==> src/lane_cfg_pkg.sv <==
package lane_cfg_pkg;

    ////////////////////
    // Register files
    ////////////////////

    localparam int VREG_DEPTH  = 64;
    localparam int VREG_ADDR_W = $clog2(VREG_DEPTH);
    localparam int MASK_DEPTH  = 32;
    localparam int MASK_ADDR_W = $clog2(MASK_DEPTH);

    ////////////////////
    // Datapath widths
    ////////////////////

    localparam int DATA_W     = 32;
    localparam int BYTES_W    = DATA_W / 8;
    localparam int IMM_W      = 5;
    // Byte position inside a word
    localparam int ELEM_IDX_W = $clog2(BYTES_W);
    // Shift amount taken from the second operand
    localparam int SHAMT_W    = $clog2(DATA_W);

    ////////////////////
    // Pipeline latencies
    ////////////////////

    localparam int FETCH_LAT = 2;
    localparam int EXEC_LAT  = 1;
    // Issue to result_o in cycles
    localparam int LANE_LAT  = FETCH_LAT + EXEC_LAT;

    // Element width
    typedef enum logic [1 : 0] {
        SEW_8  = 2'd0,
        SEW_16 = 2'd1,
        SEW_32 = 2'd2
    } sew_e;

endpackage

==> src/lane_op_pkg.sv <==
package lane_op_pkg;
    import lane_cfg_pkg::*;

    typedef enum logic [3 : 0] {
        OP_ADD   = 4'd0,
        OP_SUB   = 4'd1,
        OP_AND   = 4'd2,
        OP_OR    = 4'd3,
        OP_XOR   = 4'd4,
        OP_SLL   = 4'd5,
        OP_SRL   = 4'd6,
        OP_MSEQ  = 4'd7,
        OP_MSLTU = 4'd8
    } alu_op_e;

    typedef enum logic [1 : 0] {
        SRC_VREG = 2'd0,
        SRC_XREG = 2'd1,
        SRC_IMM  = 2'd2
    } op2_src_e;

    typedef enum logic {
        WB_ALU  = 1'b0,
        WB_LOAD = 1'b1
    } wb_src_e;

    ////////////////////
    // Issue bundle
    ////////////////////

    typedef struct packed {
        logic                       valid;
        logic [VREG_ADDR_W - 1 : 0] raddr_a;
        logic [VREG_ADDR_W - 1 : 0] raddr_b;
        logic [ELEM_IDX_W - 1 : 0]  elem_idx;
        sew_e                       sew;
        alu_op_e                    op;
        op2_src_e                   op2_src;
        logic [DATA_W - 1 : 0]      x_val;
        logic [IMM_W - 1 : 0]       imm;
        wb_src_e                    wb_src;
        logic [VREG_ADDR_W - 1 : 0] waddr;
        logic [BYTES_W - 1 : 0]     be;
        logic                       we;
        logic                       vm;
        logic [MASK_ADDR_W - 1 : 0] mask_addr;
        logic                       mask_we;
    } issue_t;

    // Control left over once the reads are sent to the VRF
    typedef struct packed {
        logic                       valid;
        alu_op_e                    op;
        op2_src_e                   op2_src;
        logic [DATA_W - 1 : 0]      x_val;
        logic [IMM_W - 1 : 0]       imm;
        wb_src_e                    wb_src;
        logic [VREG_ADDR_W - 1 : 0] waddr;
        logic [BYTES_W - 1 : 0]     be;
        logic                       we;
        logic                       vm;
        logic [MASK_ADDR_W - 1 : 0] mask_addr;
        logic                       mask_we;
    } exec_ctrl_t;

    typedef struct packed {
        logic [DATA_W - 1 : 0] a;
        logic [DATA_W - 1 : 0] b;
    } operands_t;

    typedef struct packed {
        logic                       we;
        logic [VREG_ADDR_W - 1 : 0] addr;
        logic [BYTES_W - 1 : 0]     be;
        logic [DATA_W - 1 : 0]      data;
    } vrf_wr_t;

    typedef struct packed {
        logic                  valid;
        logic [DATA_W - 1 : 0] data;
        logic                  mask;
    } lane_result_t;

endpackage

==> src/lane_ctrl_delay.sv <==
module lane_ctrl_delay
    import lane_cfg_pkg::*;
    import lane_op_pkg::*;
(
    input  logic       clk_i,
    input  logic       rst_i,
    input  issue_t     issue_i,
    output exec_ctrl_t ctrl_o
);

    exec_ctrl_t ctrl_in;
    exec_ctrl_t line_q [FETCH_LAT];

    // Fields the execute stage needs
    always_comb begin
        ctrl_in.valid     = issue_i.valid;
        ctrl_in.op        = issue_i.op;
        ctrl_in.op2_src   = issue_i.op2_src;
        ctrl_in.x_val     = issue_i.x_val;
        ctrl_in.imm       = issue_i.imm;
        ctrl_in.wb_src    = issue_i.wb_src;
        ctrl_in.waddr     = issue_i.waddr;
        ctrl_in.be        = issue_i.be;
        ctrl_in.we        = issue_i.we;
        ctrl_in.vm        = issue_i.vm;
        ctrl_in.mask_addr = issue_i.mask_addr;
        ctrl_in.mask_we   = issue_i.mask_we;
    end

    // Same depth as the operand fetch path
    always_ff @(posedge clk_i) begin
        if (!rst_i) begin
            for (int i = 0; i < FETCH_LAT; i++) begin
                line_q[i].valid   <= 1'b0;
                line_q[i].we      <= 1'b0;
                line_q[i].mask_we <= 1'b0;
            end
        end else begin
            line_q[0] <= ctrl_in;
            for (int i = 1; i < FETCH_LAT; i++) begin
                line_q[i] <= line_q[i - 1];
            end
        end
    end

    assign ctrl_o = line_q[FETCH_LAT - 1];

endmodule

==> config.mk <==
export PLATFORM = sky130hd
export DESIGN_NAME = lane_ctrl_delay
export DESIGN_NICKNAME = d
export VERILOG_FILES = /design/src/lane_cfg_pkg.sv /design/src/lane_op_pkg.sv /design/src/lane_ctrl_delay.sv
export SDC_FILE = /design/constraint.sdc
export NUM_CORES = 1
export LEC_CHECK = 0
export BUFFER_PORTS_ARGS = -buffer_cell sky130_fd_sc_hd__buf_2
export CORE_MARGIN = 1.5
export CORE_UTILIZATION = 51
export DETAILED_ROUTE_END_ITERATION = 7
export PLACE_DENSITY = 0.94
export SKIP_CTS_REPAIR_TIMING = 1
export SLEW_MARGIN = 25
export SYNTH_ARGS = -nofsm -noshare
export SYNTH_HDL_FRONTEND = slang
export SYNTH_SLANG_ARGS = --single-unit
==> constraint.sdc <==
create_clock -name clk_i -period 1.2 [get_ports clk_i]
set_input_delay 0.12 -clock clk_i [delete_from_list [all_inputs] [get_ports clk_i]]
set_output_delay 0.12 -clock clk_i [all_outputs]
set_load 0.1 [all_outputs]
==> metrics.md, run 1 <==
| Metric | Value |
|---|---|
| Critical path endpoint category | output pin |
| Leakage | 2.49 nW |
| Unrepaired setup endpoints after global routing | yes |
| Clk sinks | 126 |
| Total routed wirelength | 9930 µm |
| Flop and latch count out of synthesis | 126 |
| CTS tree | done |
| Die footprint | 7900 µm² |
| Syn_area_per_cell | 28.5 µm² |
| Row count | 31 |
| Pwr/cell area | 1920 nW/µm² |
| Drt wl/cell | 21.5 µm |
| Nets@finish | 430 |
| Finished Cell Area | 6300 µm² |
| Top Registers | line_q: 126 flops |
| Buffers & Inverters on Critical Path | 1 |
| Maximum root-to-sink buffer count | 2 |
| Cell variety after synth | 3 |
| Drt drc | 0 |
| Failing checks | setup timing |
| Final ANT Viol Nets | 0 |
| Detailed Place HPWL | 4280 µm |
| Relative slew margins | 0.805 |
| Status | finished, violations left |
| Fmax | 0.765 GHz |
| Overflow after GRT | 0 |
| Final cell utilization of the core | 0.878 |
| First-pass GRT wire length | 8760 µm |
| Initial antenna violation count | 0 |
| GRT met3 Usage | 0.0840 |
| PortBufs | 127 |
| HP Class | input pin to flop |
| Largest net degree at the start of global routing | 33 |
| Hold slack | 0.309 ns |
| Period utilization | 1.09 |
| Critical-path top delay cell | edfxtp_1 |
| DR vias/cell | 4.79 |
| Crit-path max FO | 1 |
| Dpl cell area | 4690 µm² |
| Layout area overhead | 67.4% |
| Top Usage Layer GRT | met2 |
| Final worst slack | -0.107 ns |
| Layout cells sized above 1 | 0.467 |
| Setup WS pre-CTS | 0.260 ns |
| Vias after detailed routing | 2209 |
| Total Neg Setup Slack | -2.49 ns |
| Met2 usage | 0.268 |
| Syn nets | 213 |
| DRT iter0 DRCs | 190 |
| Clock Skew | 0.0147 ns |
| Worst Path Required | 1.08 ns |
| Clk Latency, worst-skew pair | 0.52 ns |
| CTS buffer count | 17 |
| # H-tree levels | 4 |
| CP delay by family, top | flip-flops |
| Startpoint Class | flop |
| Final hold violations | 0 |
| Seq/Total Area, Yosys | 0.990 |
| Root Driver | clkbuf_8 |
| Slew Viols, Final | 0 |
| Vias in the first global route | 1721 |
| RD Place Congestion | 0.640 |
| Biggest register | line_q |
| Tmin final | 1.31 ns |
| Peak supply drop | 1.29 mV |
| CP Class | flop to output pin |
| Met1 Use GR | 0.183 |
| Die X-Extent | 88.9 µm |
| Post-Syn Area | 3760 µm² |
| Slew @ Worst Pin | 0.293 ns |
| Core area | 7180 µm² |
| Max reg flops | 126 |
| Crit-path max cell delay | 0.44 ns |
| Clk slew on worst S/H paths | 0.07 ns |
| I/O Pins | 144 |
| Ant. Diodes | 0 |
| Syn Inst Count | 132 |
| GRT Util Overall | 0.169 |
| Initial core utilization | 0.524 |
| Arrival @ worst endpoint | 1.19 ns |
| Yosys warns | 0 |
| Cell Chain, Critical Path | buf_6 |
| Endpoints failing setup | 60 |
| First-pass iteration count of the detailed router | 4 |
| Max-cap violations | 0 |
| DIE HEIGHT | 88.9 µm |
==> report_power, final <==
group / switching, W / leakage [nW] / internal [W]
Sequential: 0.000153 / 1.23 / 0.00519
Combinational: 0.00125 / 0.989 / 0.000527
Clock: 0.00200 / 0.277 / 0.00298
Total: 0.00340 / 2.49 / 0.00870
==> cell usage in the layout, fill, tap and decap left out, drive strengths merged <==
cell           n
dfxtp          6
edfxtp       120
bufinv         2
inv            4
and2           6
clkbuf        17
clkinvlp       3
clkinv         6
dlygate4sd3   64
buf          134
==> metal layers <==
| layer | part of all wire | wire [µm] |
|---|---|---|
| met1 | 0.39 | 3880 |
| met3 | 0.093 | 920 |
| met2 | 0.49 | 4830 |
| met5 | 0 | 0 |
| met4 | 0.030 | 299 |
==> layout make-up <==
cell class              count  area, µm²
clock buffers              17        414
clock inverters            15        161
fillers                   256        878
multi-input cells           6       37.5
flip-flops and latches    126       3730
well taps                  99        124
repair buffers            198       1830
==> cell usage after synthesis (all sizes together) <==
cell	instances	area, µm²
edfxtp	120	3600
and2	6	37.5
dfxtp	6	120
==> path summary, 6_finish.rpt <==
check / start / endpoint / slack, ns / cells past startpoint
max reg2reg: line_q[0][16] / line_q[1][16] / 0.51 / 0
min reg2reg: line_q[0][59] / line_q[1][59] / 0.42 / 0
min: issue_i[5] / line_q[0][5] / 0.31 / 2
max: line_q[1][58] / ctrl_o[58] / -0.11 / 1
==> kinds of logic after synthesis <==
family        count (synthesis)  share of synthesized area
simple gates                  6                    0.00998
flops                       126                      0.990
==> per-stage QoR <==
stage | power, W | instances
after floorplan | 0.00636 | 132
after global placement | 0.00673 | 365
after detailed placement | 0.00678 | 365
after CTS | 0.0117 | 397
after global routing | 0.0124 | 461
final | 0.0121 | 461
No activity file was read; power rests on OpenSTA's default activity.
==> inputs of run 2 (changes only) <==
--- a/config.mk
+++ b/config.mk
@@ -10,6 +10,7 @@
 export CORE_UTILIZATION = 51
 export DETAILED_ROUTE_END_ITERATION = 7
 export PLACE_DENSITY = 0.94
+export RECOVER_POWER = 50
 export SKIP_CTS_REPAIR_TIMING = 1
 export SLEW_MARGIN = 25
 export SYNTH_ARGS = -nofsm -noshare
==> run 2 against run 1 <==
  * The run still ends with setup timing left
  * Power about the same
  * Via count grew 0.32%
  * Utilization shrank 0.10 points
  * Non-clock buffer count stayed put
  * Clock-buffer cell count stayed put
  * First-iteration DRC count is 4.7% higher
  * Worst setup slack got worse by 0.00094 ns
  * Die area unchanged
  * Final cell count stayed put
  * Sequential cell count unchanged
  * Register-to-register slack about the same
  * Largest power group unchanged
==> metrics.md, run 2 (synthesis results as in run 1) <==
| Metric | Value |
|---|---|
| Switching power total | 0.00340 W |
| Cell Chain, Critical Path | buf_6 |
| Fmax | 0.765 GHz |
| Total routed wirelength | 9920 µm |
| GRT Util Overall | 0.169 |
| DIE HEIGHT | 88.9 µm |
| Maximum root-to-sink buffer count | 2 |
| CP startpoint | line_q[1][58] |
| Drt wl/cell | 21.5 µm |
| Total power | 0.0121 W |
| Leakage | 2.48 nW |
| Status | finished, violations left |
| Power share of the clock group | 0.412 |
| Core area | 7180 µm² |
| Final hold violations | 0 |
| Critical path endpoint category | output pin |
| Die footprint | 7900 µm² |
| DR vias/cell | 4.81 |
| DRT iter0 DRCs | 199 |
| Initial core utilization | 0.524 |
| Pwr/cell area | 1920 nW/µm² |
| Crit-path max FO | 1 |
| Layout area overhead | 67.2% |
| R2R cell count | 0 |
| Clock Skew | 0.0159 ns |
| CP delay by family, top | flip-flops |
| First-pass iteration count of the detailed router | 4 |
| Nets@finish | 430 |
| Overflow after GRT | 0 |
| Buffers & Inverters on Critical Path | 1 |
| Comb pwr share | 0.146 |
| First-pass GRT wire length | 8760 µm |
| Startpoint Class | flop |
| PortBufs | 127 |
| Final ANT Viol Nets | 0 |
| Ant. Diodes | 0 |
| Final worst slack | -0.107 ns |
| Slew @ Worst Pin | 0.524 ns |
| HP Class | input pin to flop |
| Clk Latency, worst-skew pair | 0.53 ns |
| I/O Pins | 144 |
| Die X-Extent | 88.9 µm |
| Unrepaired setup endpoints after global routing | yes |
| Biggest register | line_q |
| Endpoints failing setup | 74 |
| Layout cells sized above 1 | 0.456 |
| Max-cap violations | 0 |
| Row count | 31 |
| Peak supply drop | 1.29 mV |
| Crit-path max cell delay | 0.44 ns |
| Drt drc | 0 |
| Arrival @ worst endpoint | 1.19 ns |
| Critical-path top delay cell | edfxtp_1 |
| Vias in the first global route | 1721 |
| Most frequent cells in the layout | 120 x edfxtp_1, 64 x dlygate4sd3_1, 59 x buf_2, 53 x buf_6, 16 x clkbuf_16 |
| Slew Viols, Final | 0 |
| RD Place Congestion | 0.640 |
| Critical path endpoint | ctrl_o[58] |
| Flop pwr share | 0.442 |
| Root Driver | clkbuf_8 |
| Detailed Place HPWL | 4280 µm |
| Critical R2R Launch | line_q[0][16] |
| Tmin final | 1.31 ns |
| Initial antenna violation count | 0 |
| Final cell utilization of the core | 0.877 |
| Cell count along the critical path | 1 |
| Number of fill cells | 259 |
| Worst Path Required | 1.08 ns |
| Top Registers | line_q: 126 flops |
| CTS buffer count | 17 |
| Period utilization | 1.09 |
| R2R setup slack | 0.51 ns |
| CP Class | flop to output pin |
| Relative slew margins | 0.650 |
| Largest net degree at the start of global routing | 33 |
| Cell Int Power | 0.00870 W |
| Commonest non-fill, non-tap cell in the layout | edfxtp_1 |
| Vias after detailed routing | 2216 |
| # H-tree levels | 4 |
| CTS tree | done |
| Clk sinks | 126 |
| Max reg flops | 126 |
| Clk slew on worst S/H paths | 0.07 ns |
| Switching share of power | 0.281 |
| Reg2reg end | line_q[1][16] |
| Failing checks | setup timing |
## run 2: cell types whose count changed in the layout (fill, tap and decap cells not counted)
| cell | before | now |
|---|---|---|
| clkbuf_1 | 0 | 4 |
| buf_4 | 6 | 5 |
| clkbuf_2 | 0 | 1 |
| buf_2 | 63 | 59 |
## run 2: area by class of cell
type | instances | area, µm² | area share
multi-input combinational | 6 | 37.5 | 0.00597
sequential | 126 | 3730 | 0.593
timing repair buffer | 198 | 1830 | 0.290
clock inverter | 15 | 161 | 0.0257
tap | 99 | 124 | 0.0197
clock buffer | 17 | 414 | 0.0658
## run 2: power by group through the flow
stage | Combinational [W] | Clock [W] | Sequential (W)
after global routing | 0.00181 | 0.00526 | 0.00536
after CTS | 0.00142 | 0.00496 | 0.00528
final | 0.00177 | 0.00498 | 0.00535
after global placement | 0.00139 | 0 | 0.00534
after detailed placement | 0.00141 | 0 | 0.00537
after floorplan | 0.00000562 | 0 | 0.00636
## run 2: how the worst min path moves through the flow
stage | from | end | cells after the start
6_report | issue_i[5] | line_q[0][5] | 2
5_1_grt | issue_i[57] | line_q[0][57] | 2
4_1_cts | issue_i[36] | line_q[0][36] | 1
3_5_place_dp | issue_i[57] | line_q[0][57] | 1
3_3_place_gp | issue_i[43] | line_q[0][43] | 1
2_1_floorplan | issue_i[10] | line_q[0][10] | 0
## run 2: through the flow
step	cells	setup WS (ns)	setup TNS (ns)	hold slack [ns]	area (µm²)
after floorplan	132	0.171	0	0.219	3760
after CTS	397	-0.257	-12.02	-0.249	5270
after detailed placement	365	0.260	0	0.298	4690
final	461	-0.107	-2.69	0.307	6290
after global routing	461	-0.152	-8.19	0.293	6290
after global placement	365	0.273	0	0.296	4690
## run 2: per-layer routing
layer	wire length, µm	GRT usage	up-vias
met3	957	0.0840	31
met1	3850	0.183	1061
met5	0	0	-
li1	-	-	967
met2	4790	0.268	157
met4	326	0.0980	0
